## src/design/decode_pkg.sv

```systemverilog
package decode_pkg;

    // instruction field widths
    localparam int NB_INSTR    = 32;
    localparam int NB_OP       = 6;
    localparam int NB_FUNCT    = 6;
    localparam int NB_REG_ADDR = 5;
    localparam int NB_SHAMT    = 5;
    localparam int NB_IMM      = 16;
    localparam int NB_JIDX     = 26;

    localparam int N_REGISTER        = 32;
    localparam int DEFAULT_NB_DATA   = 32;
    localparam int DEFAULT_N_CREDITS = 4;

    localparam logic [NB_REG_ADDR-1:0] LINK_REG = 5'd31; // jal return address

    typedef enum logic [NB_OP-1:0] {
        RTYPE = 6'b000000,
        ADDI  = 6'b001000,
        LW    = 6'b100011,
        LWU   = 6'b010011,
        LB    = 6'b100000,
        SH    = 6'b101001,
        SW    = 6'b101011,
        SB    = 6'b101000,
        BEQ   = 6'b000100,
        BNE   = 6'b000101,
        J     = 6'b110001,
        JAL   = 6'b000011,
        NOP   = 6'b111110,
        HALT  = 6'b111111
    } opcode_e;

    // r-type shifts take their amount from the shamt field
    localparam logic [NB_FUNCT-1:0] funct_sll = 6'b000000;
    localparam logic [NB_FUNCT-1:0] funct_srl = 6'b000010;
    localparam logic [NB_FUNCT-1:0] funct_sra = 6'b000011;

    typedef enum logic [1:0] {
        RT   = 2'b00,
        RD   = 2'b01,
        LINK = 2'b10 // register 31
    } reg_dest_e;

    typedef enum logic [1:0] {
        MEM_DATA   = 2'b00,
        ALU_RESULT = 2'b01,
        PC_LINK    = 2'b10
    } wb_src_e;

    // one-hot access size and zero without a memory access
    typedef enum logic [2:0] {
        MEM_NONE = 3'b000,
        WORD     = 3'b100,
        HALF     = 3'b010,
        BYTE     = 3'b001
    } mem_size_e;

endpackage

```

## src/design/decode_ctrl_if.sv

```systemverilog
`timescale 1ns/1ps

interface decode_ctrl_if
    import decode_pkg::*;
();

    opcode_e   opcode;
    logic      tipe_i;    // second operand is the immediate
    logic      shamt;     // second operand is the shift amount
    logic      beq;
    logic      bne;
    logic      jump;
    reg_dest_e reg_dest;
    logic      mem_sign;
    logic      mem_read;
    logic      mem_write;
    mem_size_e mem_size;
    logic      reg_write;
    wb_src_e   wb_src;
    logic      halt;

    modport decoder (
        output opcode, tipe_i, shamt, beq, bne, jump, reg_dest,
        output mem_sign, mem_read, mem_write, mem_size,
        output reg_write, wb_src, halt
    );

    modport builder (
        input opcode, tipe_i, shamt, beq, bne, jump, reg_dest,
        input mem_sign, mem_read, mem_write, mem_size,
        input reg_write, wb_src, halt
    );

endinterface

```

## src/design/control_unit.sv

```systemverilog
`timescale 1ns/1ps

module control_unit
    import decode_pkg::*;
(
    input  logic [NB_OP-1:0]    opcode,
    input  logic [NB_FUNCT-1:0] funct,
    decode_ctrl_if.decoder      ctrl
);

    logic is_shift;

    assign is_shift = (funct == funct_sll) || (funct == funct_srl) || (funct == funct_sra);

    always_comb begin
        // everything off unless the opcode turns it on
        ctrl.opcode    = opcode_e'(opcode);
        ctrl.tipe_i    = 1'b0;
        ctrl.shamt     = 1'b0;
        ctrl.beq       = 1'b0;
        ctrl.bne       = 1'b0;
        ctrl.jump      = 1'b0;
        ctrl.reg_dest  = RT;
        ctrl.mem_sign  = 1'b0;
        ctrl.mem_read  = 1'b0;
        ctrl.mem_write = 1'b0;
        ctrl.mem_size  = MEM_NONE;
        ctrl.reg_write = 1'b0;
        ctrl.wb_src    = MEM_DATA;
        ctrl.halt      = 1'b0;

        case (opcode_e'(opcode))
            RTYPE: begin
                ctrl.shamt     = is_shift;
                ctrl.reg_dest  = RD;
                ctrl.reg_write = 1'b1;
                ctrl.wb_src    = ALU_RESULT;
            end
            ADDI: begin
                ctrl.tipe_i    = 1'b1;
                ctrl.reg_write = 1'b1;
                ctrl.wb_src    = ALU_RESULT;
            end
            LW, LWU, LB: begin
                ctrl.tipe_i    = 1'b1;
                ctrl.mem_read  = 1'b1;
                ctrl.mem_sign  = (opcode_e'(opcode) != LWU); // lwu zero-extends
                ctrl.mem_size  = (opcode_e'(opcode) == LB) ? BYTE : WORD;
                ctrl.reg_write = 1'b1;
                ctrl.wb_src    = MEM_DATA;
            end
            SB: begin
                ctrl.tipe_i    = 1'b1; // base plus offset
                ctrl.mem_write = 1'b1;
                ctrl.mem_size  = BYTE;
            end
            SH: begin
                ctrl.tipe_i    = 1'b1;
                ctrl.mem_write = 1'b1;
                ctrl.mem_size  = HALF;
            end
            SW: begin
                ctrl.tipe_i    = 1'b1;
                ctrl.mem_write = 1'b1;
                ctrl.mem_size  = WORD;
            end
            BEQ: begin
                ctrl.tipe_i = 1'b1;
                ctrl.beq    = 1'b1;
            end
            BNE: begin
                ctrl.tipe_i = 1'b1;
                ctrl.bne    = 1'b1;
            end
            J: begin
                ctrl.jump = 1'b1;
            end
            JAL: begin
                ctrl.jump      = 1'b1;
                ctrl.reg_dest  = LINK;
                ctrl.reg_write = 1'b1;
                ctrl.wb_src    = PC_LINK;
            end
            HALT: begin
                ctrl.halt = 1'b1;
            end
            NOP: begin
            end
            default: begin
                ctrl.opcode = NOP; // unknown opcode travels on as a no-op
            end
        endcase
    end

endmodule

```

## src/design/register_file.sv

```systemverilog
`timescale 1ns/1ps

module register_file
    import decode_pkg::*;
#(
    parameter int NB_DATA = DEFAULT_NB_DATA
) (
    input  logic                   clock,
    input  logic                   reset,
    input  logic [NB_REG_ADDR-1:0] rs_addr,
    input  logic [NB_REG_ADDR-1:0] rt_addr,
    output logic [NB_DATA-1:0]     rs_data,
    output logic [NB_DATA-1:0]     rt_data,
    input  logic                   wb_we,
    input  logic [NB_REG_ADDR-1:0] wb_addr,
    input  logic [NB_DATA-1:0]     wb_data
);

    logic [NB_DATA-1:0] regs [N_REGISTER];
    logic               wb_active;

    // register 0 is never written, so it stays zero after reset
    assign wb_active = wb_we && (wb_addr != '0);

    always_ff @(posedge clock) begin
        if (reset) begin
            for (int i = 0; i < N_REGISTER; i++) begin
                regs[i] <= '0;
            end
        end else if (wb_active) begin
            regs[wb_addr] <= wb_data;
        end
    end

    // write-through so decode sees this cycle's writeback
    assign rs_data = (wb_active && (wb_addr == rs_addr)) ? wb_data : regs[rs_addr];
    assign rt_data = (wb_active && (wb_addr == rt_addr)) ? wb_data : regs[rt_addr];

endmodule

```

## src/design/decode_bundle_builder.sv

```systemverilog
`timescale 1ns/1ps

module decode_bundle_builder
    import decode_pkg::*;
#(
    parameter int NB_DATA   = DEFAULT_NB_DATA,
    parameter int N_CREDITS = DEFAULT_N_CREDITS
) (
    input  logic                   clock,
    input  logic                   reset,
    input  logic                   instr_valid,
    input  logic [NB_INSTR-1:0]    instr,
    input  logic [NB_DATA-1:0]     instr_pc,
    decode_ctrl_if.builder         ctrl,
    input  logic [NB_DATA-1:0]     rs_data,
    input  logic [NB_DATA-1:0]     rt_data,
    input  logic                   credit_return,
    output logic                   instr_ready,
    output logic                   out_valid,
    output opcode_e                out_opcode,
    output logic [NB_DATA-1:0]     out_rs_data,
    output logic [NB_DATA-1:0]     out_rt_data,
    output logic [NB_DATA-1:0]     out_imm,
    output logic [NB_SHAMT-1:0]    out_shamt,
    output logic                   out_use_imm,
    output logic                   out_use_shamt,
    output logic [NB_REG_ADDR-1:0] out_dest,
    output logic                   out_mem_sign,
    output logic                   out_mem_read,
    output logic                   out_mem_write,
    output mem_size_e              out_mem_size,
    output logic                   out_reg_write,
    output wb_src_e                out_wb_src,
    output logic                   out_halt,
    output logic                   branch_taken,
    output logic [NB_DATA-1:0]     branch_target
);

    localparam int NB_CREDIT = $clog2(N_CREDITS + 1);

    logic [NB_CREDIT-1:0]   credit_cnt;
    logic                   accept;
    logic [NB_REG_ADDR-1:0] rt_field;
    logic [NB_REG_ADDR-1:0] rd_field;
    logic [NB_IMM-1:0]      imm_field;
    logic [NB_JIDX-1:0]     jidx_field;
    logic [NB_DATA-1:0]     imm_ext;
    logic [NB_DATA-1:0]     pc_plus4;
    logic [NB_REG_ADDR-1:0] dest;
    logic                   taken;
    logic [NB_DATA-1:0]     target;

    assign instr_ready = (credit_cnt != '0); // count never goes below zero
    assign accept      = instr_valid && instr_ready;

    always_ff @(posedge clock) begin
        if (reset) begin
            credit_cnt <= NB_CREDIT'(N_CREDITS);
        end else if (accept && !credit_return) begin
            credit_cnt <= credit_cnt - 1'b1;
        end else if (credit_return && !accept) begin
            credit_cnt <= credit_cnt + 1'b1;
        end
    end

    assign rt_field   = instr[16 +: NB_REG_ADDR];
    assign rd_field   = instr[11 +: NB_REG_ADDR];
    assign imm_field  = instr[0 +: NB_IMM];
    assign jidx_field = instr[0 +: NB_JIDX];

    assign imm_ext  = {{(NB_DATA-NB_IMM){imm_field[NB_IMM-1]}}, imm_field};
    assign pc_plus4 = instr_pc + NB_DATA'(4);

    always_comb begin
        case (ctrl.reg_dest)
            RD:      dest = rd_field;
            LINK:    dest = LINK_REG;
            default: dest = rt_field;
        endcase
    end

    assign taken = (ctrl.beq && (rs_data == rt_data)) ||
                   (ctrl.bne && (rs_data != rt_data)) ||
                   ctrl.jump;

    always_comb begin
        if (ctrl.jump) begin
            target = {instr_pc[NB_DATA-1:NB_JIDX+2], jidx_field, 2'b00}; // region jump
        end else if (ctrl.beq || ctrl.bne) begin
            target = pc_plus4 + (imm_ext << 2);
        end else begin
            target = '0;
        end
    end

    always_ff @(posedge clock) begin
        if (reset) begin
            out_valid    <= 1'b0;
            branch_taken <= 1'b0;
        end else begin
            out_valid    <= accept;
            branch_taken <= accept && taken; // pulses with out_valid
        end
    end

    always_ff @(posedge clock) begin
        if (accept) begin
            out_opcode    <= ctrl.opcode;
            out_rs_data   <= rs_data;
            out_rt_data   <= rt_data;
            out_imm       <= imm_ext;
            out_shamt     <= instr[6 +: NB_SHAMT];
            out_use_imm   <= ctrl.tipe_i;
            out_use_shamt <= ctrl.shamt;
            out_dest      <= dest;
            out_mem_sign  <= ctrl.mem_sign;
            out_mem_read  <= ctrl.mem_read;
            out_mem_write <= ctrl.mem_write;
            out_mem_size  <= ctrl.mem_size;
            // branches and halt never write a register
            out_reg_write <= ctrl.reg_write && !ctrl.beq && !ctrl.bne && !ctrl.halt;
            out_wb_src    <= ctrl.wb_src;
            out_halt      <= ctrl.halt;
            branch_target <= target;
        end
    end

endmodule

```

## src/design/decode_stage.sv

```systemverilog
`timescale 1ns/1ps

module decode_stage
    import decode_pkg::*;
#(
    parameter int NB_DATA   = DEFAULT_NB_DATA,
    parameter int N_CREDITS = DEFAULT_N_CREDITS
) (
    input  logic                   clock,
    input  logic                   reset,
    input  logic                   instr_valid,
    output logic                   instr_ready,
    input  logic [NB_INSTR-1:0]    instr,
    input  logic [NB_DATA-1:0]     instr_pc,
    input  logic                   wb_we,
    input  logic [NB_REG_ADDR-1:0] wb_addr,
    input  logic [NB_DATA-1:0]     wb_data,
    input  logic                   credit_return,
    output logic                   out_valid,
    output opcode_e                out_opcode,
    output logic [NB_DATA-1:0]     out_rs_data,
    output logic [NB_DATA-1:0]     out_rt_data,
    output logic [NB_DATA-1:0]     out_imm,
    output logic [NB_SHAMT-1:0]    out_shamt,
    output logic                   out_use_imm,
    output logic                   out_use_shamt,
    output logic [NB_REG_ADDR-1:0] out_dest,
    output logic                   out_mem_sign,
    output logic                   out_mem_read,
    output logic                   out_mem_write,
    output mem_size_e              out_mem_size,
    output logic                   out_reg_write,
    output wb_src_e                out_wb_src,
    output logic                   out_halt,
    output logic                   branch_taken,
    output logic [NB_DATA-1:0]     branch_target
);

    logic [NB_DATA-1:0] rs_data;
    logic [NB_DATA-1:0] rt_data;

    decode_ctrl_if ctrl_if ();

    control_unit control_unit_i (
        .opcode (instr[NB_INSTR-1 -: NB_OP]),
        .funct  (instr[0 +: NB_FUNCT]),
        .ctrl   (ctrl_if.decoder)
    );

    // rs and rt come straight from the instruction word
    register_file #(
        .NB_DATA (NB_DATA)
    ) register_file_i (
        .clock   (clock),
        .reset   (reset),
        .rs_addr (instr[21 +: NB_REG_ADDR]),
        .rt_addr (instr[16 +: NB_REG_ADDR]),
        .rs_data (rs_data),
        .rt_data (rt_data),
        .wb_we   (wb_we),
        .wb_addr (wb_addr),
        .wb_data (wb_data)
    );

    decode_bundle_builder #(
        .NB_DATA   (NB_DATA),
        .N_CREDITS (N_CREDITS)
    ) decode_bundle_builder_i (
        .clock         (clock),
        .reset         (reset),
        .instr_valid   (instr_valid),
        .instr         (instr),
        .instr_pc      (instr_pc),
        .ctrl          (ctrl_if.builder),
        .rs_data       (rs_data),
        .rt_data       (rt_data),
        .credit_return (credit_return),
        .instr_ready   (instr_ready),
        .out_valid     (out_valid),
        .out_opcode    (out_opcode),
        .out_rs_data   (out_rs_data),
        .out_rt_data   (out_rt_data),
        .out_imm       (out_imm),
        .out_shamt     (out_shamt),
        .out_use_imm   (out_use_imm),
        .out_use_shamt (out_use_shamt),
        .out_dest      (out_dest),
        .out_mem_sign  (out_mem_sign),
        .out_mem_read  (out_mem_read),
        .out_mem_write (out_mem_write),
        .out_mem_size  (out_mem_size),
        .out_reg_write (out_reg_write),
        .out_wb_src    (out_wb_src),
        .out_halt      (out_halt),
        .branch_taken  (branch_taken),
        .branch_target (branch_target)
    );

endmodule

```

## config.mk

```make
export PLATFORM = sky130hd
export DESIGN_NAME = decode_stage
export DESIGN_NICKNAME = d
export VERILOG_FILES = /design/src/design/decode_pkg.sv /design/src/design/decode_ctrl_if.sv /design/src/design/control_unit.sv /design/src/design/register_file.sv /design/src/design/decode_bundle_builder.sv /design/src/design/decode_stage.sv
export SDC_FILE = /design/constraint.sdc
export NUM_CORES = 2
export LEC_CHECK = 0
export BUFFER_PORTS_ARGS = -buffer_cell sky130_fd_sc_hd__buf_4
export CAP_MARGIN = 30
export CORE_ASPECT_RATIO = 0.8
export CORE_UTILIZATION = 25
export CTS_CLUSTER_DIAMETER = 100
export DETAILED_ROUTE_END_ITERATION = 10
export PLACE_DENSITY_LB_ADDON = 0.25
export SLEW_MARGIN = 20
export SYNTH_ARGS = -nofsm -noshare
export SYNTH_HDL_FRONTEND = slang
export SYNTH_SLANG_ARGS = --single-unit
```

## constraint.sdc

```tcl
create_clock -name clock -period 7 [get_ports clock]
set_input_delay 1.4 -clock clock [delete_from_list [all_inputs] [get_ports clock]]
set_output_delay 1.4 -clock clock [all_outputs]
set_load 0.01 [all_outputs]
```

=== Word-level counts from Yosys, hierarchy flattened ===
Memory sizes are Yosys's and may differ from the RTL's.
Cells that the tools add are included.

* Register bits: 145
* Bits in writable memories: 1024
* Input bits: 106
* Output and inout port bits: 159
* Logic and storage cells: 111
* Memories kept: 1

* $add $sub $neg: 4
* Eq/ne operators: 22
* Mux-type cells: 27
* Bitwise logic cells: 1
* Reductions and logical operators: 36

{| class="wikitable"
|+ Memory list
! memory !! depth !! bits a word !! rd ports !! clocked after memory_dff !! write ports !! line !! text
|-
| register_file_i.regs || 32 || 32 || 2 || 0 || 32 || register_file.sv:19 || <nowiki>logic [NB_DATA-1:0] regs [N_REGISTER];</nowiki>
|}

{| class="wikitable"
|+ Operators with widths
! operator !! number
|-
| $mux 32 || 5
|-
| $eq 6x6->1 const B || 8
|-
| $add 32x3->32 const B || 1
|-
| $add 32x32->32 || 1
|-
| $eq 32x32->1 || 1
|-
| $ne 32x32->1 || 1
|-
| $reduce_or 32->1 || 1
|-
| $eq 6x2->1 const B || 3
|-
| $mux 1 || 14
|-
| $reduce_or 14->1 || 1
|-
| $eq 6x3->1 const B || 2
|-
| $logic_and 1x1->1 || 12
|-
| $logic_not 6->1 || 2
|-
| $pmux 3 s4 || 1
|-
| $eq 5x5->1 || 2
|-
| $pmux 5 s2 || 1
|-
| $mux 3 || 3
|-
| $reduce_or 9->1 || 1
|-
| $pmux 2 s2 || 2
|-
| $eq 6x4->1 const B || 1
|-
| $eq 6x5->1 const B || 1
|-
| $ne 6x5->1 const B || 1
|-
| $reduce_or 2->1 || 3
|-
| $reduce_or 3->1 || 2
|-
| 12 further kinds || 20
|}

=== Longest topological paths before layout ===
* Depth in word-level cells: 9
* Depth in mapped cells: 17
* Depth with buffers taken out: 17

=== Modules after synthesis ===
From an unflattened synthesis, not the netlist that was laid out.

* Cells, all modules: 4111
* Area total of the unflattened synthesis: 61908.1 um^2

{| class="wikitable"
|+ Modules (own cells, without submodules)
! module !! instances !! cells each !! area an instance (um^2) !! sequential area each (um^2)
|-
| register_file || 1 || 3494 || 54461.0 || 30749.5
|-
| decode_bundle_builder || 1 || 550 || 7051.8 || 4154.0
|-
| control_unit || 1 || 67 || 395.4 || 0.0
|}

=== Worst setup path after synthesis ===
Ideal clock, no wire load.

* Kind: input -> register
* From: input instr_valid
* To: register decode_bundle_builder_i.credit_cnt[2]
* Setup time: 132 ps
* Data arrival time: 5783 ps
* Required time: 6868 ps
* Slack: 1085 ps
* Stages: 8
* Buffers on the path: 0
* Cells stage by stage: nand2_1 -> inv_1 -> ha_1 -> inv_1 -> fa_1 -> xor2_1 -> o21ai_0 -> or3b_2

* Longest elaborated chain between the ends: 4
* Elaborated cells on any way between the ends: 6
* Those cells by class: mux (1); reduce/logical (5)

{| class="wikitable"
|+ Ends and longest elaborated chain
! what !! line !! text
|-
| start: declaration || decode_stage.sv:11 || <nowiki>input logic instr_valid,</nowiki>
|-
| $logic_and 1x1->1 * || decode_bundle_builder.sv:54 || <nowiki>assign accept = instr_valid && instr_ready;</nowiki>
|-
| via decode_bundle_builder_i.accept || decode_bundle_builder.sv:42 || <nowiki>logic accept;</nowiki>
|-
| $logic_not 1->1 || decode_bundle_builder.sv:61 || <nowiki>end else if (credit_return && !accept) begin</nowiki>
|-
| $logic_and 1x1->1 || decode_bundle_builder.sv:61 ||
|-
| $reduce_bool 2->1 (no line) || -- ||
|-
| end signal: assignment || decode_bundle_builder.sv:58 || <nowiki>credit_cnt <= NB_CREDIT'(N_CREDITS);</nowiki>
|-
| end signal: assignment || decode_bundle_builder.sv:60 || <nowiki>credit_cnt <= credit_cnt - 1'b1;</nowiki>
|-
| end signal: assignment || decode_bundle_builder.sv:62 || <nowiki>credit_cnt <= credit_cnt + 1'b1;</nowiki>
|-
| end: declaration || decode_bundle_builder.sv:41 || <nowiki>logic [NB_CREDIT-1:0] credit_cnt;</nowiki>
|}

Mark *: on every way through the listed nets, which the timed path passes. The rest lies on a longest branch.
A chain may end at the register's enable or synchronous reset.

=== Final worst setup path ===
* From: input instr[21]
* To: register decode_bundle_builder_i.branch_taken

* Longest elaborated chain between the ends: 8
* Elaborated cells on any way between the ends: 11
* Those cells by class: eq/ne (3); mux (1); reduce/logical (6); memory (1)

{| class="wikitable"
|+ Ends and longest elaborated chain
! what !! line !! text
|-
| start: declaration || decode_stage.sv:13 || <nowiki>input logic [NB_INSTR-1:0] instr,</nowiki>
|-
| branches (longest 2 deep; another with $mem_v2 32x32) || -- ||
|-
| $mux 32 * || register_file.sv:36 || <nowiki>assign rs_data = (wb_active && (wb_addr == rs_addr)) ? wb_data : regs[rs_addr];</nowiki>
|-
| via decode_bundle_builder_i.rs_data[8] || decode_bundle_builder.sv:15 || <nowiki>input logic [NB_DATA-1:0] rs_data,</nowiki>
|-
| $eq 32x32->1 or $ne 32x32->1 (tied branches) || decode_bundle_builder.sv:82, decode_bundle_builder.sv:83 ||
|-
| $logic_and 1x1->1 (on tied branches) || decode_bundle_builder.sv:82, decode_bundle_builder.sv:83 ||
|-
| $logic_or 1x1->1 * || decode_bundle_builder.sv:82 || <nowiki>assign taken = (ctrl.beq && (rs_data == rt_data)) ||</nowiki>
|-
| $logic_or 1x1->1 * || decode_bundle_builder.sv:83 || <nowiki>(ctrl.bne && (rs_data != rt_data)) ||</nowiki>
|-
| $logic_and 1x1->1 * || decode_bundle_builder.sv:102 || <nowiki>branch_taken <= accept && taken;</nowiki>
|-
| end signal: assignment || decode_bundle_builder.sv:102 ||
|-
| end: declaration || decode_bundle_builder.sv:35 || <nowiki>output logic branch_taken,</nowiki>
|}

Mark *: on every way through the listed nets, which the timed path passes.

==> metrics.txt <==
# TYPE chip_impl_metric gauge
chip_impl_metric{name="pin_count_of_the_biggest_net_entering_global_routing",unit=""} 82
chip_impl_metric{name="synth.lib_cells_used.distinct",unit=""} 66
chip_impl_info{name="critical_path.slowest_cell",value="sky130_fd_sc_hd__nor4_1"} 1
chip_impl_metric{name="final_net_count",unit=""} 4439
chip_impl_metric{name="netSwitchingFraction",unit=""} 0.270
chip_impl_metric{name="synthesis.yosys.warnings",unit=""} 0
chip_impl_metric{name="postCtsSetupBuffers",unit=""} 0
chip_impl_metric{name="placed_cell_area",unit="um^2"} 68400
chip_impl_metric{name="postLayoutCellArea",unit="um^2"} 73000
chip_impl_metric{name="count_of_vias_placed_by_the_detailed_router",unit=""} 40300
chip_impl_metric{name="drt-initial-drc-count",unit=""} 5788
chip_impl_metric{name="synth_edf_count",unit=""} 1159
chip_impl_metric{name="synth-seq-cells",unit=""} 1164
chip_impl_info{name="worst_path_dominant_cell_family",value="buffers and inverters"} 1
chip_impl_metric{name="max_slew_margin",unit=""} 0.285
chip_impl_info{name="r2r_end",value="decode_bundle_builder_i.branch_taken"} 1
chip_impl_metric{name="fp.dieArea",unit="um^2"} 250000
chip_impl_metric{name="grt_antenna_before_repair",unit=""} 42
chip_impl_metric{name="reg2reg_slack",unit="ns"} 3.13
chip_impl_metric{name="power.sequential.fraction",unit=""} 0.459
chip_impl_metric{name="floorplan.die.height",unit="um"} 448
chip_impl_metric{name="power_frac_clock",unit=""} 0.401
chip_impl_metric{name="max-vdd-ir-drop",unit="V"} 0.000270
chip_impl_metric{name="number_of_max_cap_violations",unit=""} 0
chip_impl_metric{name="synth_top_cell_area_share",unit=""} 0.561
chip_impl_metric{name="design.portCount",unit=""} 265
chip_impl_metric{name="clkTransAtPathRegs",unit="ns"} 0.05
chip_impl_info{name="violations_in_the_final_reports",value="design-rule violations"} 1
chip_impl_metric{name="remaining_drc_errors",unit=""} 40
chip_impl_metric{name="met3_usage",unit=""} 0.0426
chip_impl_metric{name="cts_num_sinks",unit=""} 1164
chip_impl_metric{name="cts_repair_resize_count",unit=""} 0
chip_impl_metric{name="grt_first_pass_wirelength",unit="mm"} 342
chip_impl_metric{name="hold_buffers",unit=""} 0
chip_impl_metric{name="start_util",unit=""} 0.252
chip_impl_metric{name="final.min_clock_period",unit="ns"} 5.31
chip_impl_metric{name="grt_remaining_overflow",unit=""} 0
chip_impl_info{name="r2r_start",value="register_file_i.regs[7][10]"} 1
chip_impl_metric{name="pwr_cell_area",unit="nW/um^2"} 251
chip_impl_metric{name="antenna_violating_nets_left",unit=""} 0
chip_impl_info{name="setup.worst_path.start",value="instr[21]"} 1
chip_impl_metric{name="layout_area_overhead",unit="%"} 17.6
chip_impl_metric{name="dieWidth",unit="um"} 559
chip_impl_metric{name="post-dp-hpwl",unit="mm"} 147
chip_impl_metric{name="report.final.setup_viol",unit=""} 0
chip_impl_metric{name="wl",unit="mm"} 252
chip_impl_info{name="gr-max-usage-layer",value="met2"} 1
chip_impl_metric{name="p_switching",unit="mW"} 4.95
chip_impl_metric{name="critical_path.max_stage_delay",unit="ns"} 0.78
chip_impl_metric{name="max-clock-path-buffers",unit=""} 3
chip_impl_metric{name="cellInternalPower",unit="mW"} 13.4
chip_impl_metric{name="drt_pre_antenna_iters",unit=""} 9
chip_impl_metric{name="timing.critical_path.required",unit="ns"} 7.67
chip_impl_info{name="min_path_type",value="flip-flop to flip-flop"} 1
chip_impl_info{name="crit_type",value="input port to flip-flop"} 1
chip_impl_info{name="synth.area.top_cells",value="sky130_fd_sc_hd__edfxtp_1, sky130_fd_sc_hd__mux4_2, sky130_fd_sc_hd__and2_1"} 1
chip_impl_metric{name="port_buffers",unit=""} 264
chip_impl_metric{name="core_area",unit="um^2"} 247000
chip_impl_metric{name="worstPathBufferInverterCount",unit=""} 4
chip_impl_metric{name="share_of_flip_flops_with_an_asynchronous_set_or_reset_after_synthesis",unit=""} 0
chip_impl_metric{name="grt_pass1_vias",unit=""} 39400
chip_impl_metric{name="worst_pin_slew",unit="ns"} 1.07
chip_impl_metric{name="post_synth_instance_area",unit="um^2"} 62100
chip_impl_metric{name="global_route.usage.met1",unit=""} 0.263
chip_impl_info{name="cp-end-kind",value="flip-flop"} 1
chip_impl_info{name="timing.critical_path.from_type",value="input port"} 1
chip_impl_metric{name="place_congestion",unit=""} 0.826
chip_impl_info{name="synth_top_cell_by_area",value="sky130_fd_sc_hd__edfxtp_1"} 1
chip_impl_metric{name="max_freq",unit="GHz"} 0.188
chip_impl_metric{name="timing.critical_path.depth",unit=""} 12
chip_impl_info{name="tritoncts",value="built"} 1
chip_impl_metric{name="gr-usage-all-layers",unit=""} 0.198
chip_impl_metric{name="h_tree_levels",unit=""} 4
chip_impl_info{name="run_status",value="complete, but fails checks"} 1
chip_impl_metric{name="row_count",unit=""} 163
chip_impl_metric{name="route.detailed.vias_per_inst",unit=""} 5.23
chip_impl_metric{name="globalRouteMet2Util",unit=""} 0.315
chip_impl_metric{name="final_hold_viol_count",unit=""} 0
chip_impl_metric{name="cts_made_buffers",unit=""} 143
chip_impl_metric{name="critical_path_at",unit="ns"} 5.98
chip_impl_metric{name="avgRoutedWirePerCell",unit="um"} 32.7
chip_impl_info{name="layout.cells.most_common",value="sky130_fd_sc_hd__edfxtp_1"} 1
chip_impl_metric{name="worstSkewPairLatency",unit="ns"} 0.81
chip_impl_metric{name="finalMaxSlewViolations",unit=""} 0
chip_impl_metric{name="hold_depth",unit=""} 2
chip_impl_metric{name="average_cell_area_after_synthesis",unit="um^2"} 15.2
chip_impl_metric{name="portion_of_the_post_synthesis_area_used_by_sequential_elements",unit=""} 0.562
chip_impl_metric{name="fin_skew",unit="ns"} 0.0469
chip_impl_metric{name="finalSetupTns",unit="ns"} 0
chip_impl_info{name="most-common-layout-cells",value="sky130_fd_sc_hd__edfxtp_1, sky130_fd_sc_hd__and2_1, sky130_fd_sc_hd__mux4_2"} 1
chip_impl_metric{name="number_of_cells_on_the_worst_reg_to_reg_path",unit=""} 10
chip_impl_metric{name="critPathMaxFanout",unit=""} 43
chip_impl_metric{name="syn_inst",unit=""} 4084
chip_impl_metric{name="ratio_of_cells_with_drive_above_1_in_the_final_layout",unit=""} 0.297
chip_impl_metric{name="fill_cells",unit=""} 24500
chip_impl_info{name="rsz0062_at_grt",value="no"} 1
chip_impl_metric{name="p_leak",unit="nW"} 24.5
chip_impl_metric{name="logic_gate_share_of_total_power",unit=""} 0.141
chip_impl_info{name="worstPathCellList",value="buf_8 -> buf_12 -> buf_12 -> buf_4 -> mux4_2 -> mux4_2 -> mux2i_1 -> o21ai_0 -> xor2_1 -> nor4_1 -> nand4_1 -> mux2i_1"} 1
chip_impl_metric{name="layout_worst_path_cycle_share",unit=""} 0.758
chip_impl_info{name="cts-root-buf",value="sky130_fd_sc_hd__clkbuf_16"} 1
chip_impl_info{name="synth_ff_type",value="sky130_fd_sc_hd__edfxtp_1"} 1
chip_impl_info{name="cp-endpoint",value="decode_bundle_builder_i.branch_taken"} 1
[state kept, by name, summed over array words and instances (netlist names)]
signal,count
register_file_i.regs,1024
decode_bundle_builder_i.branch_target,32
decode_bundle_builder_i.out_rs_data,32
decode_bundle_builder_i.out_rt_data,32
decode_bundle_builder_i.out_imm,12
decode_bundle_builder_i.out_opcode,6
decode_bundle_builder_i.out_dest,5
decode_bundle_builder_i.out_shamt,4
decode_bundle_builder_i.credit_cnt,3
decode_bundle_builder_i.out_mem_size,3
decode_bundle_builder_i.out_wb_src,2
decode_bundle_builder_i.branch_taken,1
decode_bundle_builder_i.out_halt,1
decode_bundle_builder_i.out_mem_read,1
decode_bundle_builder_i.out_mem_sign,1
decode_bundle_builder_i.out_mem_write,1
decode_bundle_builder_i.out_reg_write,1
decode_bundle_builder_i.out_use_imm,1
decode_bundle_builder_i.out_use_shamt,1
decode_bundle_builder_i.out_valid,1
[worst min-delay path by stage]
stage | startpoint | end | slack [ns]
after floorplan | decode_bundle_builder_i.credit_cnt[1] | decode_bundle_builder_i.credit_cnt[1] | 0.47
after global placement | decode_bundle_builder_i.credit_cnt[1] | decode_bundle_builder_i.credit_cnt[1] | 0.50
after detailed placement | decode_bundle_builder_i.credit_cnt[1] | decode_bundle_builder_i.credit_cnt[1] | 0.52
after CTS | decode_bundle_builder_i.credit_cnt[1] | decode_bundle_builder_i.credit_cnt[1] | 0.53
after global routing | decode_bundle_builder_i.credit_cnt[1] | decode_bundle_builder_i.credit_cnt[1] | 0.58
final | decode_bundle_builder_i.credit_cnt[1] | decode_bundle_builder_i.credit_cnt[1] | 0.52
[cell usage after synthesis, drive strengths merged, types with 4 or more instances]
cell type	n
nand4	4
o21bai	5
a21o	15
nand2b	9
nor2	73
or2	38
xnor2	23
nor3b	7
inv	29
or3	5
a22oi	50
o21ai	102
clkbuf	267
a21oi	60
nand3	23
and3	9
a22o	7
buf	152
o31ai	9
and2	815
nor2b	20
nor3	198
mux2	14
mux4	579
a211oi	10
mux2i	84
xor2	42
nand3b	9
edfxtp	1159
ha	60
nand2	131
nor4	13
dfxtp	5
o22ai	9
[power by group through the flow]
stage	registers (mW)	logic [mW]	clock network, mW
detailed placement	8.53	2.56	0
finish	8.39	2.58	7.33
floorplan	8.46	1.45	0
CTS	8.39	2.58	7.43
global route	8.44	2.69	7.69
global placement	8.52	2.55	0
[layer usage]
metal	up-vias	routed length, um
met5	-	14
met4	4	9780
met3	449	23800
met2	2379	117000
met1	21200	101000
li1	16200	-
[cell families after synthesis]
kind of cell	Yosys count	synth area share
buffers and inverters	448	0.0330
other	1	0.0000604
adders and majority gates	62	0.0127
xor gates and xnor gates	65	0.00917
AOI/OAI and AO/OA	299	0.0303
muxes	677	0.226
and+or+nand+nor	1368	0.126
DFF	1164	0.562
[area by class of cell]
type                       count  area [um^2]  share of cell area
antenna                       23         57.6            0.000789
clock buffer                 180         3780              0.0518
clock inverter                78          696             0.00953
inverter                      29          114             0.00156
multi-input combinational   2503        25500               0.349
sequential                  1164        34900               0.478
tap                         3300         4130              0.0566
timing repair buffer         430         3800              0.0521
[worst register-to-register path, cell delays in order, from the launching register on]
cell and delay (ns):
sky130_fd_sc_hd__edfxtp_1 0.41, sky130_fd_sc_hd__mux4_2 0.50, sky130_fd_sc_hd__a22oi_1 0.25, sky130_fd_sc_hd__a21oi_1 0.10, sky130_fd_sc_hd__a21oi_1 0.25, sky130_fd_sc_hd__o21ai_0 0.29
sky130_fd_sc_hd__xnor2_1 0.65, sky130_fd_sc_hd__nand2_1 0.11, sky130_fd_sc_hd__nor4_1 0.68, sky130_fd_sc_hd__nand4_1 0.30, sky130_fd_sc_hd__mux2i_1 0.19
[per-stage QoR]
step	instances	hold slack, ns	worst slack (ns)	total power [mW]	util
after floorplan	4115	0.472	1.08	9.91	-
after global placement	7412	0.498	0.940	11.1	0.276
after detailed placement	7423	0.524	0.975	11.1	0.277
after CTS	7681	0.535	1.81	18.4	0.295
after global routing	7691	0.576	1.61	18.8	0.296
final	7707	0.525	1.69	18.3	0.296
Power figures use the tool's default switching activity.
